[config.mk]
export PLATFORM = sky130hd
export DESIGN_NAME = busArbiter_flat
export DESIGN_NICKNAME = d
export VERILOG_FILES = /design/src/rtl/cachePkg.sv /design/src/rtl/memBusIf.sv /design/src/rtl/busArbiter.sv /design/src/flat_wrapper.sv
export SDC_FILE = /design/constraint.sdc
export NUM_CORES = 1
export LEC_CHECK = 0
export ABC_AREA = 1
export BUFFER_PORTS_ARGS = -buffer_cell sky130_fd_sc_hd__buf_2
export CORE_AREA = 4 4 121 123
export DETAILED_ROUTE_END_ITERATION = 8
export DIE_AREA = 0 0 125 127
export GPL_TIMING_DRIVEN = 0
export SKIP_LAST_GASP = 1
export SYNTH_ARGS = -nofsm -noshare
export SYNTH_HDL_FRONTEND = slang
export SYNTH_SLANG_ARGS = --single-unit
[constraint.sdc]
create_clock -name clk -period 4.7 [get_ports clk]
set_input_delay 0.235 -clock clk [delete_from_list [all_inputs] [get_ports clk]]
set_output_delay 0.235 -clock clk [all_outputs]
set_load 0.005 [all_outputs]
[src/rtl/cachePkg.sv]
package cachePkg;

  // Bus word and byte lanes
  localparam int AddrWidth      = 32;
  localparam int DataWidth      = 32;
  localparam int StrbWidth      = DataWidth / 8;
  localparam int ByteOffsetBits = $clog2(StrbWidth);

  // Line geometry shared by both caches
  localparam int WordsPerLine = 4;
  localparam int OffsetBits   = 2;

  // Instruction cache
  localparam int ICacheLines = 16;
  localparam int IIndexBits  = 4;
  localparam int ITagBits    = AddrWidth - IIndexBits - OffsetBits - ByteOffsetBits;

  // Data cache
  localparam int DCacheLines = 16;
  localparam int DIndexBits  = 4;
  localparam int DTagBits    = AddrWidth - DIndexBits - OffsetBits - ByteOffsetBits;

  // Memory behind the bus wraps above MemWords
  localparam int MemWords    = 1024;
  localparam int MemAddrBits = $clog2(MemWords);

  // Access cycles before pready
  localparam int MemWaitStates = 1;
  localparam int WaitCntBits   = $clog2(MemWaitStates + 1) + 1;

endpackage

[src/rtl/memBusIf.sv]
interface memBusIf;

  // Request side
  logic                             psel;
  logic                             penable;
  logic                             pwrite;
  logic [cachePkg::AddrWidth-1:0]   paddr;
  logic [cachePkg::DataWidth-1:0]   pwdata;
  logic [cachePkg::StrbWidth-1:0]   pstrb;

  // Response side
  logic [cachePkg::DataWidth-1:0]   prdata;
  logic                             pready;

  modport requester (
    output psel,
    output penable,
    output pwrite,
    output paddr,
    output pwdata,
    output pstrb,
    input  prdata,
    input  pready
  );

  modport completer (
    input  psel,
    input  penable,
    input  pwrite,
    input  paddr,
    input  pwdata,
    input  pstrb,
    output prdata,
    output pready
  );

endinterface

[src/rtl/busArbiter.sv]
module busArbiter (
  input  logic       clk,
  input  logic       arstN,
  memBusIf.completer dReq,
  memBusIf.completer iReq,
  memBusIf.requester mem
);

  typedef enum logic [1:0] {
    OwnNone,
    OwnData,
    OwnInstr
  } ownerT;

  ownerT owner;
  ownerT grant;
  logic  ownerSel;
  logic  selPenable;

  always_comb begin
    unique case (owner)
      OwnData:  ownerSel = dReq.psel;
      OwnInstr: ownerSel = iReq.psel;
      default:  ownerSel = 1'b0;
    endcase
  end

  // Owner holds the bus until its select drops, then data cache first
  always_comb begin
    if (ownerSel) begin
      grant = owner;
    end else if (dReq.psel) begin
      grant = OwnData;
    end else if (iReq.psel) begin
      grant = OwnInstr;
    end else begin
      grant = OwnNone;
    end
  end

  always_ff @(posedge clk or negedge arstN) begin
    if (!arstN) begin
      owner <= OwnNone;
    end else begin
      owner <= grant;
    end
  end

  always_comb begin
    mem.psel   = 1'b0;
    mem.pwrite = 1'b0;
    mem.paddr  = '0;
    mem.pwdata = '0;
    mem.pstrb  = '0;
    selPenable = 1'b0;
    unique case (grant)
      OwnData: begin
        mem.psel   = dReq.psel;
        mem.pwrite = dReq.pwrite;
        mem.paddr  = dReq.paddr;
        mem.pwdata = dReq.pwdata;
        mem.pstrb  = dReq.pstrb;
        selPenable = dReq.penable;
      end
      OwnInstr: begin
        mem.psel   = iReq.psel;
        mem.pwrite = iReq.pwrite;
        mem.paddr  = iReq.paddr;
        mem.pwdata = iReq.pwdata;
        mem.pstrb  = iReq.pstrb;
        selPenable = iReq.penable;
      end
      default: ;
    endcase
  end

  // A waiting requester may already hold penable, so a new grant starts with setup
  assign mem.penable = selPenable && (owner == grant);

  assign dReq.pready = (grant == OwnData) && mem.pready;
  assign dReq.prdata = (grant == OwnData) ? mem.prdata : '0;
  assign iReq.pready = (grant == OwnInstr) && mem.pready;
  assign iReq.prdata = (grant == OwnInstr) ? mem.prdata : '0;

  memStable: assert property (@(posedge clk) disable iff (!arstN)
    mem.penable && !mem.pready |=>
      $stable({mem.pwrite, mem.paddr, mem.pwdata, mem.pstrb}));

endmodule

[src/flat_wrapper.sv]
// flat-port wrapper written by rule: the top's interface ports become plain ports
module busArbiter_flat 
  (clk, arstN, dReq_psel, dReq_penable, dReq_pwrite, dReq_paddr, dReq_pwdata, dReq_pstrb, dReq_prdata, dReq_pready, iReq_psel, iReq_penable, iReq_pwrite, iReq_paddr, iReq_pwdata, iReq_pstrb, iReq_prdata, iReq_pready, mem_psel, mem_penable, mem_pwrite, mem_paddr, mem_pwdata, mem_pstrb, mem_prdata, mem_pready);
  memBusIf dReq_i ();
  memBusIf iReq_i ();
  memBusIf mem_i ();
  input  logic clk;
  input  logic arstN;
  input wire logic [$bits(dReq_i.psel)-1:0] dReq_psel;
  input wire logic [$bits(dReq_i.penable)-1:0] dReq_penable;
  input wire logic [$bits(dReq_i.pwrite)-1:0] dReq_pwrite;
  input wire logic [$bits(dReq_i.paddr)-1:0] dReq_paddr;
  input wire logic [$bits(dReq_i.pwdata)-1:0] dReq_pwdata;
  input wire logic [$bits(dReq_i.pstrb)-1:0] dReq_pstrb;
  output wire logic [$bits(dReq_i.prdata)-1:0] dReq_prdata;
  output wire logic [$bits(dReq_i.pready)-1:0] dReq_pready;
  input wire logic [$bits(iReq_i.psel)-1:0] iReq_psel;
  input wire logic [$bits(iReq_i.penable)-1:0] iReq_penable;
  input wire logic [$bits(iReq_i.pwrite)-1:0] iReq_pwrite;
  input wire logic [$bits(iReq_i.paddr)-1:0] iReq_paddr;
  input wire logic [$bits(iReq_i.pwdata)-1:0] iReq_pwdata;
  input wire logic [$bits(iReq_i.pstrb)-1:0] iReq_pstrb;
  output wire logic [$bits(iReq_i.prdata)-1:0] iReq_prdata;
  output wire logic [$bits(iReq_i.pready)-1:0] iReq_pready;
  output wire logic [$bits(mem_i.psel)-1:0] mem_psel;
  output wire logic [$bits(mem_i.penable)-1:0] mem_penable;
  output wire logic [$bits(mem_i.pwrite)-1:0] mem_pwrite;
  output wire logic [$bits(mem_i.paddr)-1:0] mem_paddr;
  output wire logic [$bits(mem_i.pwdata)-1:0] mem_pwdata;
  output wire logic [$bits(mem_i.pstrb)-1:0] mem_pstrb;
  input wire logic [$bits(mem_i.prdata)-1:0] mem_prdata;
  input wire logic [$bits(mem_i.pready)-1:0] mem_pready;
  assign dReq_i.psel = dReq_psel;
  assign dReq_i.penable = dReq_penable;
  assign dReq_i.pwrite = dReq_pwrite;
  assign dReq_i.paddr = dReq_paddr;
  assign dReq_i.pwdata = dReq_pwdata;
  assign dReq_i.pstrb = dReq_pstrb;
  assign dReq_prdata = dReq_i.prdata;
  assign dReq_pready = dReq_i.pready;
  assign iReq_i.psel = iReq_psel;
  assign iReq_i.penable = iReq_penable;
  assign iReq_i.pwrite = iReq_pwrite;
  assign iReq_i.paddr = iReq_paddr;
  assign iReq_i.pwdata = iReq_pwdata;
  assign iReq_i.pstrb = iReq_pstrb;
  assign iReq_prdata = iReq_i.prdata;
  assign iReq_pready = iReq_i.pready;
  assign mem_psel = mem_i.psel;
  assign mem_penable = mem_i.penable;
  assign mem_pwrite = mem_i.pwrite;
  assign mem_paddr = mem_i.paddr;
  assign mem_pwdata = mem_i.pwdata;
  assign mem_pstrb = mem_i.pstrb;
  assign mem_i.prdata = mem_prdata;
  assign mem_i.pready = mem_pready;
  busArbiter u_core (.clk(clk), .arstN(arstN), .dReq(dReq_i), .iReq(iReq_i), .mem(mem_i));
endmodule
==> flow_summary.ini <==
[drt]
viasPerCell = 4.018
drc = 0
wirelength_mm = 11.99
wire_per_inst_um = 13.74
drt_iter0_markers = 135
vias = 3508
ant_nets = 0
first_pass_iters = 4

[global_routing]
grtUsageTotal = 0.1389
grt_max_degree = 11
busiest_layer = met2
use_met2 = 0.2506
grt_pass1_vias = 3454
grt_remaining_overflow = 0
grt.met1_usage = 0.1734
grt_pass1_wl_mm = 18.22
antenna_found_initial = 0
gr-usage-met3 = 0.02508

[timing]
final.setup.tns_ns = 0
whs_ns = 0.3499
rsz0062_at_grt = false
slew_headroom = 0.4479
timing.final.crit_share = 0.6073
finalSetupViolCount = 0
drv_slew = 0
fmax_mhz = 350.4
fin_skew_ns = 0.0009396
worst_slew_pin_slew_ns = 0.8281
post-route-min-period_ns = 2.854
hold_viol_final = 0

[place]
placed_cells = 869
io_buffers = 313
post_dp_cell_area_um2 = 3425
routabilityCongestion = 0.8188
dpl.hpwl_mm = 10.36

[worst_setup_path]
crit_type = reg2out
endpoint_kind = primary output
r2r_setup_slack_ns = 2.89
cp_max_fo = 10
worst-r2r-cell-count = 7
timing.critical_path.max_delay_family = buffers and inverters
critical_path.cell_chain = inv_1, ha_1, inv_1, nand2_2, nand2_1, nand2_2, clkbuf_1, nand3_1, nand2_1, buf_2
timing.critical_path.buf_inv = 4
cp.required_ns = 4.47
arrival_ns = 2.62
crit_path_max_incr_delay_ns = 0.67
crit_slowest_cell = clkbuf_1
critPathLaunchType = flip-flop
r2r-start = u_core.owner[0]
rr_endpoint = u_core.owner[0]

[yosys]
synthTopCellsByArea = nand2_1 35%, nand3_1 24%, nor2_1 15%, inv_1 9.4%, buf_2 3.7%
ys_warn_count = 0
synth_top_area_share = 0.3471
synthesis.area_um2 = 1633
synth_common_cells = 151 x nand2_1, 79 x nand3_1, 67 x nor2_1, 41 x inv_1, 12 x buf_2
ys_async_sr_fraction = 1.000
synth_edf_count = 0
synth_most_common_cell = nand2_1
syn_nets = 555
ys_ff_latch = 2
yosysTopAreaCell = nand2_1
syn_inst = 376
syn_avg_cell_area_um2 = 4.343
synthDistinctLibCells = 15
synth-main-ff-cell = dfrtp_1
yosysSeqAreaShare = 0.03065

[floorplanning]
start_util = 0.1195
core_um2 = 13670
die_w_um = 125
dieArea_um2 = 15880
fp.dieH_um = 127
pin_count = 314
rows = 43

[final_layout]
nFillCells = 1646
nets = 874
drive_gt1_frac = 0.4848
regMostFlops = u_core.owner
top_regs = u_core.owner: 2 flops
largest_reg_flops = 2
fin_util = 0.2568
final_cells = 873
stdcell_area_um2 = 3510
diodes = 0
area_growth_pct = 114.9

[clock_tree]
cts_root_buf = clkbuf_16
cts.clk_slew.worst_paths_ns = 0.03
clockBufferDepth = 2
cts_tree = built
post_cts_buffers = 0
post_cts.resized_instances = 0
htreeDepth = 1
clkLatencyLatePin_ns = 0.22
clock_sinks = 2
numCtsBuffers = 3
cts_hold_buf = 1

[power_and_ir_drop]
ir_drop_uv = 83.31
power_density_nw_per_um2 = 197.3
p_leak_nw = 2.544

[flow_run]
maxCapViolCount = 0

[min_path]
hold_class = in2async

[outcome]
status = finished, final reports clean
per-layer routing:
metal  share of wire  up-vias
li1                -     1778
met1            0.40     1485
met2            0.49      230
met3           0.094       15
met4           0.018        0
met5               0        -
report_power, final:
group | leakage, nW | total, mW | switching [mW] | internal, mW
Clock | 0.0370 | 0.127 | 0.0190 | 0.108
Combinational | 2.48 | 0.543 | 0.316 | 0.228
Sequential | 0.0247 | 0.0219 | 0.00244 | 0.0195
worst max-delay path by stage:
stage / startpoint / end / slack [ns] / depth (start not counted)
finish: u_core.owner[0] / mem_paddr[8] / 1.85 / 10
global route: u_core.owner[1] / mem_paddr[8] / 1.62 / 11
CTS: u_core.owner[0] / mem_paddr[8] / 1.80 / 10
detailed placement: u_core.owner[0] / mem_paddr[8] / 2.04 / 10
global placement: u_core.owner[0] / mem_paddr[8] / 2.04 / 10
floorplan: u_core.owner[0] / mem_pwdata[20] / 2.82 / 11
layout by cell type, fill, tap and decap left out, drive strengths merged:
cell	netlist	routed
nor2	68	68
dlygate4sd3	0	1
a21oi	1	1
ha	2	2
buf	20	333
dfrtp	2	2
nand2	155	155
clkbuf	7	10
inv	42	42
nand3	79	79
kinds of logic (layout without fill, tap and decap cells):
kind of cell             Yosys count  in the layout  share of synthesized area
AO/OA/AOI/OAI                      1              1                   0.003062
adder cells (fa/ha/maj)            2              2                    0.01532
buffers and inverters             69            386                     0.1770
flip-flops                         2              2                    0.03065
AND/OR/NAND/NOR                  302            302                     0.7739
area by class of cell:
class	count	area, um^2	share of cell area
buffer	27	131.4	0.03743
clock buffer	3	75.07	0.02139
inverter	42	157.7	0.04492
multi-input combinational	305	1294	0.3686
sequential	2	50.05	0.01426
tap	180	225.2	0.06417
timing repair buffer	314	1577	0.4492
per-stage QoR:
| step | setup WS (ns) | power [mW] |
|---|---|---|
| finish | 1.846 | 0.6924 |
| global route | 1.616 | 0.7690 |
| CTS | 1.800 | 0.7034 |
| detailed placement | 2.036 | 0.5728 |
| global placement | 2.042 | 0.5716 |
| floorplan | 2.822 | 0.2757 |
No activity file was read; power rests on OpenSTA's default activity.
