## src/rtl/cachePkg.sv

```systemverilog
package cachePkg;

  // Bus word and byte lanes
  localparam int AddrWidth      = 32;
  localparam int DataWidth      = 32;
  localparam int StrbWidth      = DataWidth / 8;
  localparam int ByteOffsetBits = $clog2(StrbWidth);

  // Line geometry shared by both caches
  localparam int WordsPerLine = 4;
  localparam int OffsetBits   = 2;

  // Instruction cache
  localparam int ICacheLines = 16;
  localparam int IIndexBits  = 4;
  localparam int ITagBits    = AddrWidth - IIndexBits - OffsetBits - ByteOffsetBits;

  // Data cache
  localparam int DCacheLines = 16;
  localparam int DIndexBits  = 4;
  localparam int DTagBits    = AddrWidth - DIndexBits - OffsetBits - ByteOffsetBits;

  // Memory behind the bus wraps above MemWords
  localparam int MemWords    = 1024;
  localparam int MemAddrBits = $clog2(MemWords);

  // Access cycles before pready
  localparam int MemWaitStates = 1;
  localparam int WaitCntBits   = $clog2(MemWaitStates + 1) + 1;

endpackage

```

## src/rtl/memBusIf.sv

```systemverilog
interface memBusIf;

  // Request side
  logic                             psel;
  logic                             penable;
  logic                             pwrite;
  logic [cachePkg::AddrWidth-1:0]   paddr;
  logic [cachePkg::DataWidth-1:0]   pwdata;
  logic [cachePkg::StrbWidth-1:0]   pstrb;

  // Response side
  logic [cachePkg::DataWidth-1:0]   prdata;
  logic                             pready;

  modport requester (
    output psel,
    output penable,
    output pwrite,
    output paddr,
    output pwdata,
    output pstrb,
    input  prdata,
    input  pready
  );

  modport completer (
    input  psel,
    input  penable,
    input  pwrite,
    input  paddr,
    input  pwdata,
    input  pstrb,
    output prdata,
    output pready
  );

endinterface

```

## src/rtl/instrCache.sv

```systemverilog
module instrCache (
  input  logic                           clk,
  input  logic                           arstN,
  input  logic                           enable,
  input  logic                           invalidate,
  input  logic                           fetchReq,
  input  logic [cachePkg::AddrWidth-1:0] fetchAddr,
  output logic [cachePkg::DataWidth-1:0] fetchData,
  output logic                           fetchStall,
  memBusIf.requester                     bus
);

  typedef enum logic [1:0] {
    Idle,
    Fill,
    Uncached,
    Done
  } stateT;

  stateT                            state;
  logic                             penableQ;
  logic [cachePkg::OffsetBits-1:0]  fillCnt;
  logic [cachePkg::DataWidth-1:0]   holdData;

  logic [cachePkg::ITagBits-1:0]    reqTag;
  logic [cachePkg::IIndexBits-1:0]  reqIndex;
  logic [cachePkg::OffsetBits-1:0]  reqOffset;

  logic [cachePkg::ITagBits-1:0]    tagArr  [cachePkg::ICacheLines];
  logic [cachePkg::ICacheLines-1:0] validArr;
  logic [cachePkg::DataWidth-1:0]   dataArr [cachePkg::ICacheLines][cachePkg::WordsPerLine];

  logic busy;
  logic hit;
  logic wordDone;
  logic fillWord;
  logic lastWord;

  assign {reqTag, reqIndex, reqOffset} =
    fetchAddr[cachePkg::AddrWidth-1:cachePkg::ByteOffsetBits];

  assign hit      = enable && validArr[reqIndex] && (tagArr[reqIndex] == reqTag);
  assign busy     = (state == Fill) || (state == Uncached);
  assign wordDone = penableQ && bus.pready;
  assign fillWord = (state == Fill) && wordDone;
  assign lastWord = fillWord && (int'(fillCnt) == cachePkg::WordsPerLine - 1);

  // Read only port with line words from offset zero
  assign bus.psel    = busy;
  assign bus.penable = penableQ;
  assign bus.pwrite  = 1'b0;
  assign bus.paddr   = {reqTag, reqIndex, ((state == Fill) ? fillCnt : reqOffset),
                        {cachePkg::ByteOffsetBits{1'b0}}};
  assign bus.pwdata  = '0;
  assign bus.pstrb   = '0;

  always_comb begin
    unique case (state)
      Idle:    fetchStall = fetchReq && !hit;
      Done:    fetchStall = 1'b0;
      default: fetchStall = 1'b1;
    endcase
  end

  assign fetchData = (state == Done) ? holdData : dataArr[reqIndex][reqOffset];

  always_ff @(posedge clk or negedge arstN) begin
    if (!arstN) begin
      state    <= Idle;
      penableQ <= 1'b0;
      fillCnt  <= '0;
    end else begin
      unique case (state)
        Idle: begin
          fillCnt <= '0;
          if (fetchReq && !enable) begin
            state <= Uncached;
          end else if (fetchReq && !hit) begin
            state <= Fill;
          end
        end
        Fill: begin
          if (wordDone) begin
            fillCnt <= fillCnt + 1'b1;
            if (lastWord) begin
              state <= Done;
            end
          end
        end
        Uncached: begin
          if (wordDone) begin
            state <= Done;
          end
        end
        default: state <= Idle;
      endcase
      // One setup cycle ahead of every word
      if (busy && !penableQ) begin
        penableQ <= 1'b1;
      end else if (wordDone) begin
        penableQ <= 1'b0;
      end
    end
  end

  // Requested word is kept for the closing cycle
  always_ff @(posedge clk) begin
    if (wordDone && ((state == Uncached) || (fillCnt == reqOffset))) begin
      holdData <= bus.prdata;
    end
  end

  always_ff @(posedge clk) begin
    if (fillWord) begin
      dataArr[reqIndex][fillCnt] <= bus.prdata;
    end
    if (lastWord) begin
      tagArr[reqIndex] <= reqTag;
    end
  end

  always_ff @(posedge clk or negedge arstN) begin
    if (!arstN) begin
      validArr <= '0;
    end else if (invalidate) begin
      validArr <= '0;
    end else if (lastWord) begin
      validArr[reqIndex] <= 1'b1;
    end
  end

  fetchHeld: assert property (@(posedge clk) disable iff (!arstN)
    fetchStall |=> fetchReq && $stable(fetchAddr));

endmodule

```

## src/flat_wrapper.sv

```systemverilog
// flat-port wrapper written by rule: the top's interface ports become plain ports
module instrCache_flat 
  (clk, arstN, enable, invalidate, fetchReq, fetchAddr, fetchData, fetchStall, bus_psel, bus_penable, bus_pwrite, bus_paddr, bus_pwdata, bus_pstrb, bus_prdata, bus_pready);
  memBusIf bus_i ();
  input  logic clk;
  input  logic arstN;
  input  logic enable;
  input  logic invalidate;
  input  logic fetchReq;
  input  logic [cachePkg::AddrWidth-1:0] fetchAddr;
  output logic [cachePkg::DataWidth-1:0] fetchData;
  output logic fetchStall;
  output wire logic [$bits(bus_i.psel)-1:0] bus_psel;
  output wire logic [$bits(bus_i.penable)-1:0] bus_penable;
  output wire logic [$bits(bus_i.pwrite)-1:0] bus_pwrite;
  output wire logic [$bits(bus_i.paddr)-1:0] bus_paddr;
  output wire logic [$bits(bus_i.pwdata)-1:0] bus_pwdata;
  output wire logic [$bits(bus_i.pstrb)-1:0] bus_pstrb;
  input wire logic [$bits(bus_i.prdata)-1:0] bus_prdata;
  input wire logic [$bits(bus_i.pready)-1:0] bus_pready;
  assign bus_psel = bus_i.psel;
  assign bus_penable = bus_i.penable;
  assign bus_pwrite = bus_i.pwrite;
  assign bus_paddr = bus_i.paddr;
  assign bus_pwdata = bus_i.pwdata;
  assign bus_pstrb = bus_i.pstrb;
  assign bus_i.prdata = bus_prdata;
  assign bus_i.pready = bus_pready;
  instrCache u_core (.clk(clk), .arstN(arstN), .enable(enable), .invalidate(invalidate), .fetchReq(fetchReq), .fetchAddr(fetchAddr), .fetchData(fetchData), .fetchStall(fetchStall), .bus(bus_i));
endmodule
```

## config.mk

```make
export PLATFORM = sky130hd
export DESIGN_NAME = instrCache_flat
export DESIGN_NICKNAME = d
export VERILOG_FILES = /design/src/rtl/cachePkg.sv /design/src/rtl/memBusIf.sv /design/src/rtl/instrCache.sv /design/src/flat_wrapper.sv
export SDC_FILE = /design/constraint.sdc
export NUM_CORES = 2
export LEC_CHECK = 0
export ABC_AREA = 1
export BUFFER_PORTS_ARGS = -buffer_cell sky130_fd_sc_hd__buf_2
export CAP_MARGIN = 20
export CORE_MARGIN = 5
export CORE_UTILIZATION = 35
export DETAILED_ROUTE_END_ITERATION = 8
export PLACE_DENSITY = 0.62
export SLEW_MARGIN = 30
export SYNTH_ARGS = -nofsm -noshare
export SYNTH_HDL_FRONTEND = slang
export SYNTH_SLANG_ARGS = --single-unit
export TNS_END_PERCENT = 30
```

## constraint.sdc

```tcl
create_clock -name clk -period 10.3 [get_ports clk]
set_input_delay 1.03 -clock clk [delete_from_list [all_inputs] [get_ports clk]]
set_output_delay 1.03 -clock clk [all_outputs]
set_load 0.05 [all_outputs]
```

==> results by group <==
Routing
  • Vias: 56000
  • Final antenna-violating net count: 0
  • Wirelength per Cell: 26.2 um
  • DRC violations left: 0
  • Drt total wl: 264000 um
  • Initial drt markers: 7317
  • Vias/cell: roughly 5.6
  • Initial DRT Pass Iterations: 8

Clocking
  • Clock transition at path regs: approximately 0.06 ns
  • Clock root cell: clkbuf_16
  • CTS Hold Bufs: 0
  • Worst-Skew Late Latency: 0.86 ns
  • Worst-case clock buffer depth: 3
  • CTS tree: yes
  • Resize count post-CTS: 0
  • Setup bufs post-CTS: 0
  • Num CTS Buffers: 231
  • Clock sinks: 2485
  • H-Tree Depth: 4

Global route
  • Global-route usage over all layers: 0.182
  • Initial antenna violation count: 22
  • Grt ovf: 0
  • First-pass GRT wire length: 377000 um
  • Vias in the first global route: between 50000 and 60000
  • Largest net degree at the start of global routing: approximately 180

Synth
  • Largest cells by area after synthesis: edfxtp_1, a22oi_1, nand2_1, a21oi_1, buf_2
  • Post-synth top area share: 0.784
  • Synth Flop Type: edfxtp_1
  • Syn Inst Count: 6241
  • Top cells by instance count after synthesis: edfxtp_1, nand2_1, a22oi_1
  • FFs w/ async S/R, synth: 0.00845
  • Mapped Area: 94300 um^2
  • Yosys top cell by area: edfxtp_1
  • YS warnings: 0
  • Most frequent cell after synthesis: edfxtp_1
  • Seq cells post-synth: roughly 2500
  • Average cell area after synthesis: approximately 15 um^2
  • Post-synth EDFFs: 2464
  • Register area share after synthesis: 0.790
  • Synth cell types: 43

Critical path
  • Req. time, crit path: 9.27 ns
  • Crit path kind: in -> out
  • R2R depth: 8
  • Worst-path maximum fanout: 72
  • RR Endpoint: u_core.dataArr[15][0]
  • Crit start category: primary input
  • Critical Path AT: 5.64 ns
  • R2R Setup Slk: 6.52 ns
  • Worst flop-to-flop path startpoint: u_core.bus.penable
  • Critical Path End Type: output pin

Pwr
  • Power per cell area: 200 nW/um^2
  • Worst IR drop on VDD: 0.188 mV
  • P_leak: ~35 nW

Floorplan
  • Row cnt: 190
  • Core Box Area: 268000 um^2
  • Die width: between 500 and 600 um
  • Die Height: 529 um
  • Initial Util: 0.352
  • Io pins: 174
  • Die area: between 200000 and 300000 um^2

Cells and area
  • Fin nets: 6403
  • Synth-to-layout area growth: 13.2%
  • Share of cells above drive strength 1: 0.105
  • Fill cells: approximately 24000
  • Footprint of the multi-input gates: 18000 um^2
  • Reg area: 74500 um^2
  • Design area: between 100000 and 150000 um^2

Placement
  • I/O Buffers: roughly 130
  • RD Place Congestion: just under 0.8
  • Post-DP HPWL: between 100000 and 150000 um
  • Dpl cell area: slightly below 100000 um^2

STA
  • Clock skew: roughly 0.081 ns
  • F_max: 0.150 GHz
  • Final Cycle Share: 0.648
  • Final min period: 6.67 ns
  • Final Setup Violations: 0
  • RSZ-0062 raised after global routing: false
  • Final Hold Viols: 0
  • Slew Limit Fails: 0
  • Setup TNS: 0 ns
  • Relative slew slack: 0.266
  • Worst-Margin Slew: about 1.1 ns

Job
  • Max_cap viols: 0

Outcome
  • Outcome: complete, no violations

Worst hold path
  • Hold crit path type: in -> async
-- worst max-delay path, cell delays in order --
cell and delay (ns):
buf_2 0.08, buf_4 0.36, buf_4 0.46, inv_2 0.25
nor2_4 0.70, buf_4 0.88, a22oi_1 0.15, a21oi_1 0.19
nor3_1 0.09, nand2_1 0.09, nand3_1 0.24, a31oi_1 0.59
buf_2 0.37
-- per-stage QoR --
step / worst slack [ns] / instances / hold WS [ns] / utilization / power, mW
6_report: 3.63 / 10100 / 0.120 / 0.398 / 21.3
5_1_grt: 3.41 / 10100 / 0.120 / 0.398 / 21.9
4_1_cts: 3.63 / 10100 / 0.0819 / 0.398 / 21.4
3_5_place_dp: 3.65 / 9642 / 0.490 / 0.370 / 13.1
3_3_place_gp: 3.66 / 9636 / 0.480 / 0.369 / 13.0
2_1_floorplan: 5.17 / 6279 / 0.467 / - / 12.4
-- registers in the layout, indices dropped and copies added, names as in the netlist --
name / flops
u_core.tagArr: 384
u_core.holdData: 32
u_core.state: 2
u_core.fillCnt: 2
u_core.validArr: 16
u_core.dataArr: 2048
u_core.bus.penable: 1
-- layout by cell type, fill, tap and decap left out, types with 39 or more instances in the layout --
cell type     n
edfxtp_1   2464
nand2_1    1318
a22oi_1     937
a21oi_1     426
clkbuf_16   231
buf_4       147
nor2_1      128
buf_2       100
nand3_1      80
nor2_4       68
clkbuf_1     53
clkinv_1     51
nor4_1       46
clkinv_2     46
inv_1        45
a31oi_1      44
conb_1       39
-- worst max-delay path by stage --
stage	from	to	slack (ns)	cells after the start
global placement	fetchAddr[5]	fetchData[5]	3.66	13
detailed placement	fetchAddr[5]	fetchData[5]	3.65	13
global route	fetchAddr[5]	fetchData[4]	3.41	13
finish	fetchAddr[5]	fetchData[5]	3.63	13
floorplan	fetchAddr[5]	u_core.dataArr[0][0]	5.17	10
CTS	fetchAddr[5]	fetchData[5]	3.63	13
-- kinds of logic (layout without fill, tap and decap cells) --
kind of cell    after synthesis  count (layout)  synth area share
fa+ha+maj                     8               8           0.00106
simple gates               1699            1699            0.0710
buf+inv                     508             748            0.0268
flops                      2485            2485             0.790
compound gates             1540            1540             0.111
other cells                   1              47         0.0000398
-- layer usage --
layer / part of all wire / track usage / routed length, um
met1: 0.40 / 0.249 / 106000
met2: 0.47 / 0.295 / 124000
met3: 0.096 / 0.0347 / 25500
met4: 0.032 / 0.0598 / 8350
met5: 0.00025 / 0 / 67
-- power breakdown --
| part | switching (mW) | internal, mW | total, mW |
|---|---|---|---|
| logic | 1.32 | 0.332 | 1.65 |
| registers | 0.0264 | 11.2 | 11.2 |
| clock network | 3.74 | 4.71 | 8.45 |
-- final cells by class --
type / instances / area share
Timing Repair Buffer: 265 / 0.0188
Tap cell: 3552 / 0.0416
Multi-Input combinational cell: 3286 / 0.169
Sequential cell: 2485 / 0.698
Clock inverter: 143 / 0.0142
Clock buffer: 284 / 0.0560
Inverter: 56 / 0.00234
Antenna cell: 8 / 0.000188
Power figures use the tool's default switching activity.
